## src/rtl/eeprom_cfg.svh

```systemverilog
`ifndef EEPROM_CFG_SVH
`define EEPROM_CFG_SVH

// CLK cycles per quarter of an SCL period
`define SCL_QUARTER 2

// fixed upper nibble of the control byte, 24Cxx family
`define DEV_TYPE 4'b1010

`endif
```

## src/rtl/i2c_pkg.sv

```systemverilog
`default_nettype none

package i2c_pkg;

    typedef logic [7:0] i2c_byte_t;

    // one operation per bit-engine command
    typedef enum logic [1:0] {
        I2C_START = 2'd0, // also used as repeated start
        I2C_STOP  = 2'd1,
        I2C_WRITE = 2'd2,
        I2C_READ  = 2'd3
    } i2c_op_e;

    typedef struct packed {
        i2c_op_e   op;
        i2c_byte_t data;        // byte to send on write
        logic      master_nack; // NACK instead of ACK after a read
    } i2c_cmd_t;

    typedef struct packed {
        i2c_byte_t data;       // byte shifted in on read
        logic      slave_nack; // ack bit was high after a write
    } i2c_rsp_t;

endpackage

`default_nettype wire

```

## src/rtl/eeprom_pkg.sv

```systemverilog
`default_nettype none

package eeprom_pkg;
    import i2c_pkg::*;

    typedef logic [10:0] ee_addr_t; // 2K bytes, top 3 bits go in the control byte

    typedef struct packed {
        logic      is_read;
        ee_addr_t  addr;
        i2c_byte_t wdata;
    } ee_req_t;

    typedef enum logic [3:0] {
        SEQ_IDLE    = 4'd0,
        SEQ_START   = 4'd1,
        SEQ_CTRL_WR = 4'd2,
        SEQ_ADDR    = 4'd3,
        SEQ_DATA_WR = 4'd4,
        SEQ_RESTART = 4'd5,
        SEQ_CTRL_RD = 4'd6,
        SEQ_DATA_RD = 4'd7,
        SEQ_STOP    = 4'd8,
        SEQ_DONE    = 4'd9
    } seq_state_e;

endpackage

`default_nettype wire

```

## src/rtl/eeprom_ctrl_top.sv

```systemverilog
`timescale 1ns/1ps
`default_nettype none

module eeprom_ctrl_top
    import i2c_pkg::*;
    import eeprom_pkg::*;
(
    input  wire             CLK,
    input  wire             RESET,
    input  wire             wr,
    input  wire             rd,
    input  wire ee_addr_t   addr,
    input  wire i2c_byte_t  wr_data,
    output i2c_byte_t       rd_data,
    output logic            busy,
    output logic            ack,
    output logic            nack_err,
    output logic            scl,
    output logic            sda_pull_low,
    input  wire             sda_in
);

    i2c_cmd_t cmd;
    i2c_rsp_t rsp;
    logic     cmd_valid;
    logic     cmd_done;

    eeprom_seq u_seq (
        .CLK       (CLK),
        .RESET     (RESET),
        .wr        (wr),
        .rd        (rd),
        .addr      (addr),
        .wr_data   (wr_data),
        .busy      (busy),
        .ack       (ack),
        .nack_err  (nack_err),
        .rd_data   (rd_data),
        .cmd       (cmd),
        .cmd_valid (cmd_valid),
        .cmd_done  (cmd_done),
        .rsp       (rsp)
    );

    i2c_bit_engine u_bit_engine (
        .CLK          (CLK),
        .RESET        (RESET),
        .cmd          (cmd),
        .cmd_valid    (cmd_valid),
        .cmd_done     (cmd_done),
        .rsp          (rsp),
        .scl          (scl),
        .sda_pull_low (sda_pull_low),
        .sda_in       (sda_in)
    );

endmodule

`default_nettype wire

```

## src/rtl/eeprom_seq.sv

```systemverilog
`timescale 1ns/1ps
`default_nettype none

`include "eeprom_cfg.svh"

module eeprom_seq
    import i2c_pkg::*;
    import eeprom_pkg::*;
(
    input  wire             CLK,
    input  wire             RESET,
    input  wire             wr,
    input  wire             rd,
    input  wire ee_addr_t   addr,
    input  wire i2c_byte_t  wr_data,
    output logic            busy,
    output logic            ack,
    output logic            nack_err,
    output i2c_byte_t       rd_data,
    output i2c_cmd_t        cmd,
    output logic            cmd_valid,
    input  wire             cmd_done,
    input  wire i2c_rsp_t   rsp
);

    seq_state_e state;
    ee_req_t    req;
    logic       pend;      // command issued, waiting for cmd_done
    i2c_byte_t  rd_byte;   // held until the stop finishes
    i2c_byte_t  ctrl_byte;

    assign busy      = (state != SEQ_IDLE);
    assign ack       = (state == SEQ_DONE);
    assign cmd_valid = (state != SEQ_IDLE) && (state != SEQ_DONE) && !pend;

    // 1010 + block bits + R/W
    assign ctrl_byte = {`DEV_TYPE, req.addr[10:8], state == SEQ_CTRL_RD};

    always_comb begin
        cmd.op          = I2C_WRITE;
        cmd.data        = '0;
        cmd.master_nack = 1'b0;
        case (state)
            SEQ_START, SEQ_RESTART: cmd.op = I2C_START;
            SEQ_STOP:               cmd.op = I2C_STOP;
            SEQ_CTRL_WR, SEQ_CTRL_RD: cmd.data = ctrl_byte;
            SEQ_ADDR:               cmd.data = req.addr[7:0];
            SEQ_DATA_WR:            cmd.data = req.wdata;
            SEQ_DATA_RD: begin
                cmd.op          = I2C_READ;
                cmd.master_nack = 1'b1; // single byte, so always the last
            end
            default: ;
        endcase
    end

    always_ff @(posedge CLK) begin
        if (RESET) begin
            state    <= SEQ_IDLE;
            pend     <= 1'b0;
            nack_err <= 1'b0;
        end else begin
            if (cmd_valid) begin
                pend <= 1'b1;
            end
            case (state)
                SEQ_IDLE: begin
                    if (wr || rd) begin // wr wins
                        nack_err <= 1'b0;
                        state    <= SEQ_START;
                    end
                end
                SEQ_DONE: state <= SEQ_IDLE;
                default: begin
                    if (cmd_done) begin
                        pend     <= 1'b0;
                        nack_err <= nack_err | rsp.slave_nack;
                        case (state)
                            SEQ_START:   state <= SEQ_CTRL_WR;
                            SEQ_CTRL_WR: state <= SEQ_ADDR;
                            SEQ_ADDR:    state <= req.is_read ? SEQ_RESTART : SEQ_DATA_WR;
                            SEQ_RESTART: state <= SEQ_CTRL_RD;
                            SEQ_CTRL_RD: state <= SEQ_DATA_RD;
                            SEQ_STOP:    state <= SEQ_DONE;
                            default:     state <= SEQ_STOP; // after either data byte
                        endcase
                    end
                end
            endcase
        end
    end

    always_ff @(posedge CLK) begin
        if (state == SEQ_IDLE && (wr || rd)) begin
            req.is_read <= !wr;
            req.addr    <= addr;
            req.wdata   <= wr_data;
        end
        if (state == SEQ_DATA_RD && cmd_done) begin
            rd_byte <= rsp.data;
        end
        if (state == SEQ_STOP && cmd_done && req.is_read) begin
            rd_data <= rd_byte; // shows up with ack
        end
    end

endmodule

`default_nettype wire

```

## src/rtl/i2c_bit_engine.sv

```systemverilog
`timescale 1ns/1ps
`default_nettype none

`include "eeprom_cfg.svh"

module i2c_bit_engine
    import i2c_pkg::*;
(
    input  wire             CLK,
    input  wire             RESET,
    input  wire i2c_cmd_t   cmd,
    input  wire             cmd_valid,
    output logic            cmd_done,
    output i2c_rsp_t        rsp,
    output logic            scl,
    output logic            sda_pull_low,
    input  wire             sda_in
);

    localparam int unsigned QMAX = `SCL_QUARTER - 1;
    localparam int unsigned QW   = (`SCL_QUARTER > 1) ? $clog2(`SCL_QUARTER) : 1;

    logic          active;
    i2c_op_e       op;
    logic [QW-1:0] qcnt;
    logic [1:0]    phase;    // quarter within the current bit or condition
    logic [3:0]    bit_cnt;  // 0..7 data, 8 ack
    i2c_byte_t     shreg;
    logic          samp;     // sda_in taken at the end of phase 2
    logic          master_nack_q;
    logic          scl_nxt;
    logic          pull_nxt;
    logic          q_end;

    assign q_end = (qcnt == QW'(QMAX));

    // bus levels for the current quarter, registered below
    always_comb begin
        scl_nxt  = scl;
        pull_nxt = sda_pull_low;
        if (active) begin
            case (op)
                I2C_START: begin
                    scl_nxt  = (phase == 2'd1) || (phase == 2'd2);
                    pull_nxt = phase[1]; // SDA falls while SCL high
                end
                I2C_STOP: begin
                    scl_nxt  = (phase != 2'd0);
                    pull_nxt = (phase < 2'd2); // SDA rises while SCL high
                end
                default: begin
                    scl_nxt = (phase == 2'd1) || (phase == 2'd2);
                    if (bit_cnt == 4'd8) begin
                        pull_nxt = (op == I2C_READ) && !master_nack_q;
                    end else begin
                        pull_nxt = (op == I2C_WRITE) && !shreg[7];
                    end
                end
            endcase
        end
    end

    always_ff @(posedge CLK) begin
        if (RESET) begin
            active       <= 1'b0;
            cmd_done     <= 1'b0;
            qcnt         <= '0;
            phase        <= 2'd0;
            bit_cnt      <= 4'd0;
            scl          <= 1'b1;
            sda_pull_low <= 1'b0;
        end else begin
            cmd_done     <= 1'b0;
            scl          <= scl_nxt;
            sda_pull_low <= pull_nxt;
            if (!active) begin
                if (cmd_valid) begin
                    active  <= 1'b1;
                    qcnt    <= '0;
                    phase   <= 2'd0;
                    bit_cnt <= 4'd0;
                end
            end else if (q_end) begin
                qcnt  <= '0;
                phase <= phase + 2'd1;
                if (phase == 2'd3) begin
                    if (op == I2C_START || op == I2C_STOP || bit_cnt == 4'd8) begin
                        active   <= 1'b0;
                        cmd_done <= 1'b1;
                    end else begin
                        bit_cnt <= bit_cnt + 4'd1;
                    end
                end
            end else begin
                qcnt <= qcnt + QW'(1);
            end
        end
    end

    always_ff @(posedge CLK) begin
        if (!active && cmd_valid) begin
            op            <= cmd.op;
            shreg         <= cmd.data;
            master_nack_q <= cmd.master_nack;
        end else if (active && q_end) begin
            if (phase == 2'd2) begin
                samp <= sda_in;
            end
            if (phase == 2'd3 && bit_cnt < 4'd8 && (op == I2C_WRITE || op == I2C_READ)) begin
                shreg <= {shreg[6:0], samp};
            end
            if (phase == 2'd3 && (op == I2C_START || op == I2C_STOP || bit_cnt == 4'd8)) begin
                rsp.data       <= shreg;
                rsp.slave_nack <= (op == I2C_WRITE) && samp;
            end
        end
    end

endmodule

`default_nettype wire

```

## config.mk

```make
export PLATFORM = sky130hd
export DESIGN_NAME = eeprom_ctrl_top
export DESIGN_NICKNAME = d
export VERILOG_FILES = /design/src/rtl/i2c_pkg.sv /design/src/rtl/eeprom_pkg.sv /design/src/rtl/eeprom_ctrl_top.sv /design/src/rtl/eeprom_seq.sv /design/src/rtl/i2c_bit_engine.sv
export VERILOG_INCLUDE_DIRS = /design/src /design/src/rtl
export SDC_FILE = /design/constraint.sdc
export NUM_CORES = 1
export LEC_CHECK = 0
export ABC_AREA = 1
export ABC_CLOCK_PERIOD_IN_PS = 2600
export BUFFER_PORTS_ARGS = -buffer_cell sky130_fd_sc_hd__buf_2
export CAP_MARGIN = 20
export CORE_MARGIN = 2
export CORE_UTILIZATION = 57
export DETAILED_ROUTE_END_ITERATION = 10
export GPL_ROUTABILITY_DRIVEN = 0
export GPL_TIMING_DRIVEN = 1
export PLACE_DENSITY = 0.78
export SETUP_SLACK_MARGIN = 0.1
export SYNTH_ARGS = -nofsm -noshare
export SYNTH_HDL_FRONTEND = slang
export SYNTH_SLANG_ARGS = --single-unit
```

## constraint.sdc

```tcl
create_clock -name CLK -period 2.6 [get_ports CLK]
set_input_delay 0.39 -clock CLK [delete_from_list [all_inputs] [get_ports CLK]]
set_output_delay 0.39 -clock CLK [all_outputs]
set_load 0.05 [all_outputs]
```

==> impl_metrics.env, run 1 <==
export IMPL_status="finished clean"
export IMPL_drt_initial_drc_count=109
export IMPL_rows=26
export IMPL_synth_area_leader_cell="edfxtp_1"
export IMPL_drt_wirelength_per_cell_um=12.78
export IMPL_r2r_end="u_bit_engine.rsp[5]"
export IMPL_seq_power_share_pct=49.5
export IMPL_endpoint_kind="flop"
export IMPL_hold_end="u_seq.req[6]"
export IMPL_worstMarginPinSlew_ps=809.3
export IMPL_p_int_mw=2.315
export IMPL_placed_area_um2=3259
export IMPL_postCtsSetupBuffers=0
export IMPL_firstDrtPassIters=4
export IMPL_r2r_cells=2
export IMPL_synth_ff_type="edfxtp_1"
export IMPL_min_from="wr_data[6]"
export IMPL_grt_setup_unrepaired="no"
export IMPL_routed_via_count=1941
export IMPL_cp_arrival_ps=1840
export IMPL_cts_resized=0
export IMPL_ys_top_cells_by_area="edfxtp_1 (57%), dfxtp_1 (11%), nand2_1 (8.4%), nand3_1 (3.2%), inv_1 (3.0%)"
export IMPL_final_util_pct=67.61
export IMPL_post_place_cells=368
export IMPL_clkTransAtPathRegs_ps=70
export IMPL_design_area_um2=3453
export IMPL_swShare_pct=34.16
export IMPL_grt_pass1_vias=1852
export IMPL_crit_path_cell_trace="nand2_1, nor2_1"
export IMPL_ys_types=34
export IMPL_period_needed_ps=1869
export IMPL_reg2reg_slack_ps=730
export IMPL_critPathMaxFanout=11
export IMPL_overflow=0
export IMPL_critPathLaunchType="flop"
export IMPL_yosysSeqAreaShare_pct=68.28
export IMPL_cp_slowest_cell="nor2_1"
export IMPL_whs_path_depth=1
export IMPL_antenna_found_initial=0
export IMPL_ys_async_sr_fraction_pct=0
export IMPL_relSlewSlack_pct=45.85
export IMPL_timing_rr_start="u_bit_engine.active"
export IMPL_stdcell_count=384
export IMPL_start_util_pct=58.84
export IMPL_yosys_warnings=0
export IMPL_hold_violations=0
export IMPL_syn_cell_area_um2=3005
export IMPL_n_antenna_cell=0
export IMPL_leakagePower_nw=1.374
export IMPL_drv_slew=0
export IMPL_critPathMaxStageDelay_ps=690
export IMPL_clock_skew_ps=5.064
export IMPL_clockRootBuffer="clkbuf_8"
export IMPL_ioPinCount=37
export IMPL_hpwl_um=3597
export IMPL_synth_seq_cells=74
export IMPL_max_freq_mhz=534.9
export IMPL_tritoncts="yes"
export IMPL_synth_top_area_share_pct=56.95
export IMPL_cap_violations=0
export IMPL_cts_buffers=9
export IMPL_finalSetupViolCount=0
export IMPL_vdd_drop_max_uv=577.2
export IMPL_share_comb_of_total_power_pct=26.5
export IMPL_syn_inst=264
export IMPL_syn_to_final_growth_pct=14.90
export IMPL_cts_sinks=74
export IMPL_hold_class="primary input to flop"
export IMPL_synth_edf_count=57
export IMPL_finalCritPeriodShare_pct=71.90
export IMPL_synthTopCellsByCount="nand2_1 (67), edfxtp_1 (57), inv_1 (24), nor2_1 (21), nand3_1 (19)"
export IMPL_total_power_mw=3.516
export IMPL_power_density_nw_per_um2=1018
export IMPL_cp_required_ps=2570
export IMPL_finalSetupTns_ps=0
export IMPL_grt_pass1_wl_um=8383
export IMPL_port_buffers=36
export IMPL_die_x_um=76.61
export IMPL_wl_um=4909
export IMPL_synth_nets=293
export IMPL_p_switching_mw=1.201
export IMPL_grt_use_total_pct=19.11
export IMPL_synth_most_common_cell="nand2_1"
export IMPL_clockPowerShare_pct=23.9
export IMPL_route_detailed_drc=0
export IMPL_ctsLongestPathBuffers=2
export IMPL_final_nets=338
export IMPL_worstSkewPairLatency_ps=340
export IMPL_fp_dieH_um=76.61
export IMPL_cts_hold_buf=0
export IMPL_grt_start_max_net_pins=22
export IMPL_antenna_left=0
export IMPL_path_class="flop to flop"
export IMPL_cts_max_level=3
export IMPL_syn_area_per_cell_um2=11.38
export IMPL_core_um2=5107
export IMPL_via_per_inst=5.055
export IMPL_dieArea_um2=5869
export IMPL_drive_gt1_share_pct=22.61
[stage by stage]
step | hold slack, ps | setup WS (ps)
global placement | 401.6 | 820.4
detailed placement | 404.5 | 751.3
CTS | 194.6 | 724.0
finish | 216.9 | 730.6
global route | 187.6 | 592.4
floorplan | 400.3 | 398.4
[registers in the layout, indices dropped and copies added, names as in the netlist, 2 cells and up, named ones only]
| signal | flops |
|---|---|
| u_seq.rd_data | 8 |
| u_seq.state | 4 |
| u_bit_engine.shreg | 8 |
| u_seq.rd_byte | 8 |
| u_bit_engine.rsp | 9 |
| u_seq.req | 17 |
| u_bit_engine.bit_cnt | 4 |
| u_bit_engine.op | 2 |
| u_bit_engine.phase | 2 |
| u_seq.ctrl_byte | 3 |
[final cells by class]
| type | instances | area, um2 |
|---|---|---|
| Timing Repair Buffer | 38 | 195.2 |
| Inverter | 29 | 111.4 |
| Clock buffer | 9 | 123.9 |
| Sequential cell | 74 | 2052 |
| Fill cell | 404 | 1654 |
| Multi-Input combinational cell | 157 | 813.3 |
| Clock inverter | 7 | 70.07 |
| Tap cell | 70 | 87.58 |
[worst max path at each step]
stage | from | endpoint | slack (ps)
final | u_bit_engine.active | u_bit_engine.rsp[5] | 730
after global routing | u_bit_engine.bit_cnt[0] | u_bit_engine.rsp[5] | 590
after CTS | u_seq.state[3] | ack | 720
after detailed placement | u_seq.state[1] | u_seq.rd_byte[5] | 750
after global placement | u_seq.state[1] | u_bit_engine.shreg[5] | 820
after floorplan | u_seq.state[1] | u_seq.ctrl_byte[1] | 400
[power by group through the flow]
stage	Clock, mW	Sequential, mW	Combinational (mW)
2_1_floorplan	0	1.75	0.732
3_3_place_gp	0	1.76	0.912
3_5_place_dp	0	1.77	0.929
4_1_cts	0.870	1.74	0.934
5_1_grt	0.918	1.77	1.05
6_report	0.842	1.74	0.933
[layer usage]
layer / vias up / share of wire [%] / wire length [um] / track usage, %
li1: 992 / - / - / -
met1: 899 / 44 / 2160 / 22.91
met4: 0 / 1.5 / 73 / 10.00
met3: 6 / 5.0 / 247 / 6.754
met5: - / 0 / 0 / 0
met2: 44 / 49 / 2428 / 30.44
[critical path: cells and delay by family, from the launching register on]
kind	cells	cell delay [ps]
AND/OR/NAND/NOR	2	960
flip-flops	1	530
[cells in the final DEF (no fill, tap or decap), types with 2 or more instances in the layout]
cell	instances
a22o_1	2
o21ai_0	3
nand4_1	4
edfxtp_1	57
inv_2	4
nor2_1	21
buf_4	2
o21ai_2	3
nand2_2	2
inv_1	24
nand3_1	19
nor3_1	2
nand2_1	67
a21oi_1	9
buf_2	36
nand3b_1	2
nor2_4	2
clkbuf_8	9
clkinvlp_4	3
nand2_4	2
dfxtp_1	17
ha_1	5
[kinds of logic (layout without fill, tap and decap cells)]
logic type               after synthesis  in the layout  share of synthesized area, %
flip-flops                            74             74                         68.28
buffers and inverters                 33             83                         4.788
AND/OR/NAND/NOR                      124            124                         18.69
AO/OA/AOI/OAI                         26             26                         5.579
XOR/XNOR                               2              2                        0.5830
adder cells (fa/ha/maj)                5              5                         2.082
(Power assumes the default switching activity.)
==> run 2, diff against run 1 <==
--- a/config.mk
+++ b/config.mk
@@ -6,16 +6,16 @@
 export SDC_FILE = /design/constraint.sdc
 export NUM_CORES = 1
 export LEC_CHECK = 0
-export ABC_AREA = 1
-export ABC_CLOCK_PERIOD_IN_PS = 2600
+export ABC_AREA = 0
+export ABC_CLOCK_PERIOD_IN_PS = 1500
 export BUFFER_PORTS_ARGS = -buffer_cell sky130_fd_sc_hd__buf_2
 export CAP_MARGIN = 20
 export CORE_MARGIN = 2
-export CORE_UTILIZATION = 57
+export CORE_UTILIZATION = 51
 export DETAILED_ROUTE_END_ITERATION = 10
 export GPL_ROUTABILITY_DRIVEN = 0
 export GPL_TIMING_DRIVEN = 1
-export PLACE_DENSITY = 0.78
+export PLACE_DENSITY = 0.74
 export SETUP_SLACK_MARGIN = 0.1
 export SYNTH_ARGS = -nofsm -noshare
 export SYNTH_HDL_FRONTEND = slang
==> constraint.sdc (replaced) <==
create_clock -name CLK -period 1.5 [get_ports CLK]
set_input_delay 0.225 -clock CLK [delete_from_list [all_inputs] [get_ports CLK]]
set_output_delay 0.225 -clock CLK [all_outputs]
set_load 0.05 [all_outputs]
==> run 2 against run 1 <==
The run now ends with negative setup slack left; die area increased by 13%; sequential power rose by 41%; synthesized cell count down 11%; register-to-register slack lost 920 ps; non-clock buffer count is 54 higher; final area rose by 24%; clock skew grew 1.7 ps; core utilization rose by 5.8 points; critical path type unchanged.
==> impl_metrics.env, run 2 <==
export IMPL_start_util_pct=52.03
export IMPL_synthTopCellsByCount="edfxtp_1 (57), a21oi_1 (20), dfxtp_1 (17), nor2_1 (15)"
export IMPL_hold_violations=0
export IMPL_yosysSeqAreaShare_pct=67.41
export IMPL_ys_types=48
export IMPL_syn_to_final_growth_pct=41.06
export IMPL_timing_rr_start="u_seq.state[1]"
export IMPL_yosys_warnings=0
export IMPL_tritoncts="yes"
export IMPL_min_from="sda_in"
export IMPL_antenna_found_initial=0
export IMPL_r2r_cells=6
export IMPL_hold_class="primary input to flop"
export IMPL_route_detailed_drc=0
export IMPL_stdcell_count=407
export IMPL_final_common_cell="edfxtp_1"
export IMPL_ys_top_cells_by_area="edfxtp_1 (56%), dfxtp_1 (11%), a21oi_1 (3.3%), ha_1 (2.1%), nor2_1 (1.8%)"
export IMPL_grt_setup_unrepaired="yes"
export IMPL_wl_um=6593
export IMPL_synth_edf_count=57
export IMPL_clkTransAtPathRegs_ps=80
export IMPL_worstSkewPairLatency_ps=350
export IMPL_finalSetupViolCount=45
export IMPL_total_power_mw=4.819
export IMPL_post_place_ws_ps=-17.82
export IMPL_ctsLongestPathBuffers=2
export IMPL_critPathMaxStageDelay_ps=360
export IMPL_post_place_cells=366
export IMPL_synth_ff_type="edfxtp_1"
export IMPL_clockRootBuffer="clkbuf_8"
export IMPL_p_int_mw=3.585
export IMPL_cts_max_level=3
export IMPL_status="complete, but fails checks"
export IMPL_swShare_pct=25.61
export IMPL_power_density_nw_per_um2=1122
export IMPL_share_comb_of_total_power_pct=18.5
export IMPL_max_freq_mhz=591.8
export IMPL_regArea_um2=2062
export IMPL_synth_area_leader_cell="edfxtp_1"
export IMPL_largest_register_ffs=17
export IMPL_reg2reg_slack_ps=-190
export IMPL_vdd_drop_max_uv=926.5
export IMPL_largest_register="u_seq.req"
export IMPL_cap_violations=0
export IMPL_multi_input_area_um2=1122
export IMPL_ioPinCount=37
export IMPL_clockPowerShare_pct=30.6
export IMPL_endpoint_kind="flop"
export IMPL_antenna_left=0
export IMPL_r2r_end="u_seq.req[7]"
export IMPL_drv_slew=0
export IMPL_critPathMaxFanout=10
export IMPL_grt_pass1_vias=2145
export IMPL_cts_buffers=9
export IMPL_finalCritPeriodShare_pct=112.7
export IMPL_grt_start_max_net_pins=14
export IMPL_routed_via_count=2231
export IMPL_fp_dieH_um=81.26
export IMPL_period_needed_ps=1690
export IMPL_relSlewSlack_pct=70.09
export IMPL_grt_pass1_wl_um=9942
export IMPL_reg_largest_list="u_seq.req (17), u_bit_engine.rsp (9)"
export IMPL_nFillCells=369
export IMPL_synth_nets=265
export IMPL_whs_path_depth=1
export IMPL_cts_sinks=74
export IMPL_worstMarginPinSlew_ps=448.7
export IMPL_p_switching_mw=1.234
export IMPL_synth_seq_cells=74
export IMPL_synth_top_area_share_pct=56.23
export IMPL_core_um2=5851
export IMPL_cp_arrival_ps=1750
export IMPL_path_class="flop to flop"
export IMPL_port_buffers=36
export IMPL_firstDrtPassIters=4
export IMPL_grt_use_total_pct=20.61
export IMPL_n_antenna_cell=0
export IMPL_leakagePower_nw=1.642
export IMPL_die_x_um=81.26
export IMPL_seq_power_share_pct=51.0
export IMPL_final_nets=356
export IMPL_dieArea_um2=6603
export IMPL_final_cell_mix="edfxtp_1 (57), buf_4 (37), buf_2 (34), a21oi_1 (16)"
export IMPL_hold_end="u_bit_engine.samp"
export IMPL_overflow=0
export IMPL_violations="negative setup slack"
export IMPL_hpwl_um=3881
export IMPL_setup_ws_ps=-189.8
export IMPL_final_util_pct=73.40
export IMPL_clock_skew_ps=6.780
export IMPL_crit_path_cell_trace="or2_4, or3_4, nor2_4, buf_4, buf_6, buf_12"
export IMPL_syn_cell_area_um2=3044
export IMPL_ys_async_sr_fraction_pct=0
export IMPL_rows=28
export IMPL_holdWs_ps=48.24
export IMPL_cp_required_ps=1560
export IMPL_syn_inst=236
export IMPL_drt_wirelength_per_cell_um=16.20
export IMPL_drt_initial_drc_count=140
export IMPL_via_per_inst=5.482
export IMPL_cp_slowest_cell="or3_4"
export IMPL_synth_most_common_cell="edfxtp_1"
export IMPL_syn_area_per_cell_um2=12.90
export IMPL_drive_gt1_share_pct=45.78
export IMPL_critPathLaunchType="flop"
run 2: repair_timing:
item / 4_1_cts / 5_1_grt
setup endpoints to repair: 75 / 76
pin swaps: 15 / 15
buffers inserted: 14 / 9
hold endpoints to repair: 0 / 0
gates resized for setup: 33 / 34
hold buffers: 0 / 0
gates cloned: 2 / 0
run 2: cell type report:
class	instances	share of cell area, %
flip-flops and latches	74	48.02
well taps	75	2.185
clock inverters	6	1.340
inverters	12	1.340
clock buffers	10	2.972
multi-input cells	138	26.14
repair buffers	92	18.01
run 2: routing by layer:
layer  GRT usage [%]  vias up  share of wire (%)
met3           5.111       17                5.5
li1                -     1070                  -
met5               0        -                  0
met1           25.50     1069                 40
met2           34.34       75                 52
met4           8.814        0                2.4
run 2: power groups by stage:
stage | Clock, mW | Sequential, mW | Combinational (mW)
after floorplan | 0 | 2.48 | 0.373
after global placement | 0 | 2.48 | 0.597
after detailed placement | 0 | 2.48 | 0.608
after CTS | 1.48 | 2.44 | 0.792
after global routing | 1.57 | 2.47 | 0.951
final | 1.47 | 2.46 | 0.889
run 2: logic make-up after synthesis:
group	Yosys count	share of synthesized area [%]
and+or+nand+nor	69	11.76
DFF	74	67.41
adders and majority gates	5	2.055
buffers and inverters	24	3.370
AOI/OAI and AO/OA	62	14.84
xor gates and xnor gates	2	0.5755
run 2: through the flow:
stage | area [um2] | TNS (ps)
finish | 4294 | -4704
global route | 4294 | -6372
CTS | 4060 | -5166
detailed placement | 3595 | -340.6
global placement | 3595 | 0
floorplan | 3102 | -6619
run 2: worst max-delay path by stage:
| stage | start | end | cells past startpoint |
|---|---|---|---|
| 5_1_grt | u_seq.state[1] | u_seq.req[7] | 6 |
| 6_report | u_seq.state[1] | u_seq.req[7] | 6 |
| 3_3_place_gp | u_seq.state[1] | u_seq.req[10] | 4 |
| 4_1_cts | u_seq.state[1] | u_seq.req[3] | 6 |
| 2_1_floorplan | u_seq.state[1] | u_seq.ctrl_byte[1] | 3 |
| 3_5_place_dp | u_seq.state[1] | u_seq.ctrl_byte[2] | 4 |
run 2: worst max-delay path, delay by kind of cell (launching register included):
kind / cells / cell delay, ps
buffers and inverters: 3 / 340
and+or+nand+nor: 3 / 740
DFF: 1 / 330
==> run 3, diff against run 2 <==
--- a/config.mk
+++ b/config.mk
@@ -11,11 +11,10 @@
 export BUFFER_PORTS_ARGS = -buffer_cell sky130_fd_sc_hd__buf_2
 export CAP_MARGIN = 20
 export CORE_MARGIN = 2
-export CORE_UTILIZATION = 51
+export CORE_UTILIZATION = 40
 export DETAILED_ROUTE_END_ITERATION = 10
 export GPL_ROUTABILITY_DRIVEN = 0
 export GPL_TIMING_DRIVEN = 1
-export PLACE_DENSITY = 0.74
 export SETUP_SLACK_MARGIN = 0.1
 export SYNTH_ARGS = -nofsm -noshare
 export SYNTH_HDL_FRONTEND = slang
==> run 3 against run 2 <==
The flow still finishes with violations (negative setup slack); critical path type is now flop to output port; clock-buffer cell count is 1 lower; clock power is 6% higher; critical endpoint is now busy; sequential share of layout area is 1.4 points lower; largest power group unchanged; sequential power hardly changed; register-to-register slack better by 60 ps; die area is 26% higher; global-route usage is 5.2 points lower; combinational power is 0.9% higher.
==> impl_metrics.env, run 3 (synthesized netlist as in run 2, its figures left out) <==
export IMPL_seq_power_share_pct=50.1
export IMPL_fp_dieH_um=91.24
export IMPL_placed_area_um2=3637
export IMPL_cts_hold_buf=0
export IMPL_clockPowerShare_pct=31.7
export IMPL_via_per_inst=4.970
export IMPL_reg_largest_list="u_seq.req (17), u_bit_engine.rsp (9)"
export IMPL_firstDrtPassIters=4
export IMPL_n_antenna_cell=0
export IMPL_reg2reg_slack_ps=-130
export IMPL_final_cell_mix="edfxtp_1 (57), buf_4 (38), buf_2 (34), a21oi_1 (15), buf_6 (14)"
export IMPL_overflow=0
export IMPL_share_comb_of_total_power_pct=18.2
export IMPL_finalSetupTns_ps=-3486
export IMPL_cts_buffers=9
export IMPL_relSlewSlack_pct=73.87
export IMPL_grt_pass1_wl_um=10050
export IMPL_hold_violations=0
export IMPL_status="complete, but fails checks"
export IMPL_drt_wirelength_per_cell_um=15.07
export IMPL_core_um2=7292
export IMPL_start_util_pct=41.75
export IMPL_post_place_cells=390
export IMPL_grt_pass1_vias=2221
export IMPL_min_from="addr[10]"
export IMPL_hpwl_um=4128
export IMPL_p_int_mw=3.618
export IMPL_drt_initial_drc_count=81
export IMPL_setup_ws_ps=-137.9
export IMPL_dieArea_um2=8324
export IMPL_startpoint="u_seq.state[2]"
export IMPL_design_area_um2=4428
export IMPL_critPathMaxFanout=2
export IMPL_r2r_cells=5
export IMPL_violations="negative setup slack"
export IMPL_endpoint_kind="output port"
export IMPL_die_x_um=91.24
export IMPL_max_freq_mhz=610.5
export IMPL_largest_register_ffs=17
export IMPL_p_switching_mw=1.297
export IMPL_post_place_ws_ps=-8.954
export IMPL_antenna_found_initial=0
export IMPL_wl_um=6571
export IMPL_ctsLongestPathBuffers=2
export IMPL_r2r_end="u_seq.req[9]"
export IMPL_holdWs_ps=47.03
export IMPL_power_density_nw_per_um2=1110
export IMPL_clkTransAtPathRegs_ps=80
export IMPL_stdcell_count=436
export IMPL_grt_start_max_net_pins=21
export IMPL_route_detailed_drc=0
export IMPL_rows=31
export IMPL_clock_skew_ps=10.11
export IMPL_cap_violations=0
export IMPL_clockRootBuffer="clkbuf_8"
export IMPL_finalCritPeriodShare_pct=109.2
export IMPL_cp_endpoint="busy"
export IMPL_timing_rr_start="u_seq.state[2]"
export IMPL_worstMarginPinSlew_ps=390.5
export IMPL_final_common_cell="edfxtp_1"
export IMPL_finalSetupViolCount=42
export IMPL_tritoncts="yes"
export IMPL_drv_slew=0
export IMPL_period_needed_ps=1638
export IMPL_grt_setup_unrepaired="yes"
export IMPL_leakagePower_nw=1.675
export IMPL_final_nets=361
export IMPL_routed_via_count=2167
export IMPL_port_buffers=36
export IMPL_vdd_drop_max_uv=773.1
export IMPL_largest_register="u_seq.req"
export IMPL_ioPinCount=37
export IMPL_final_util_pct=60.72
export IMPL_critPathLaunchType="flop"
export IMPL_hold_class="primary input to flop"
export IMPL_grt_use_total_pct=15.44
export IMPL_whs_path_depth=1
export IMPL_cp_required_ps=1270
export IMPL_worstSkewPairLatency_ps=340
export IMPL_antenna_left=0
export IMPL_cts_sinks=74
export IMPL_swShare_pct=26.39
export IMPL_path_class="flop to output port"
export IMPL_drive_gt1_share_pct=48.66
export IMPL_cts_max_level=3
export IMPL_cp_arrival_ps=1410
export IMPL_syn_to_final_growth_pct=45.46
export IMPL_total_power_mw=4.915
==> run 3: cell count changes in the layout (fill, tap and decap cells not counted), sizes merged <==
cell	delta
buf	+5
clkbuf	-1
clkinv	-1
clkinvlp	-1
inv	+3
==> run 3: worst min path at each step <==
stage                               endpoint  slack [ps]
after CTS                 u_seq.ctrl_byte[1]          40
after detailed placement        u_seq.req[6]         400
after global placement          u_seq.req[0]         400
after global routing      u_seq.ctrl_byte[1]          40
final                     u_seq.ctrl_byte[3]          50
after floorplan            u_bit_engine.samp         320
==> run 3: what timing repair did <==
item,CTS,global route
setup endpoints to repair,74,79
buffers inserted,19,10
pin swaps,17,20
cloned,1,0
gates resized for setup,56,27
==> run 3: final cells by class <==
type	count	area [um2]
fill	586	2864
clock buffer	9	123.9
inverter	12	52.55
multi-input combinational	138	1169
timing repair buffer	97	815.8
clock inverter	7	77.57
sequential	74	2066
tap	99	123.9
==> run 3: power by group through the flow <==
stage	sequential, mW	clock [mW]	combinational, mW
final	2.46	1.56	0.897
after global routing	2.48	1.67	0.963
after CTS	2.45	1.58	0.785
after detailed placement	2.49	0	0.618
after global placement	2.49	0	0.611
after floorplan	2.48	0	0.373
==> run 3: metal layers <==
layer  global-route usage (%)  part of all wire (%)
met5                        0                     0
met4                    6.566                   1.5
met3                    3.320                   3.5
met2                    26.42                    50
met1                    18.82                    45
==> run 3: critical path, cell delays in order (launching register included) <==
cell,delay (ps)
dfxtp_2,330
or2_4,240
or3_4,340
buf_8,160
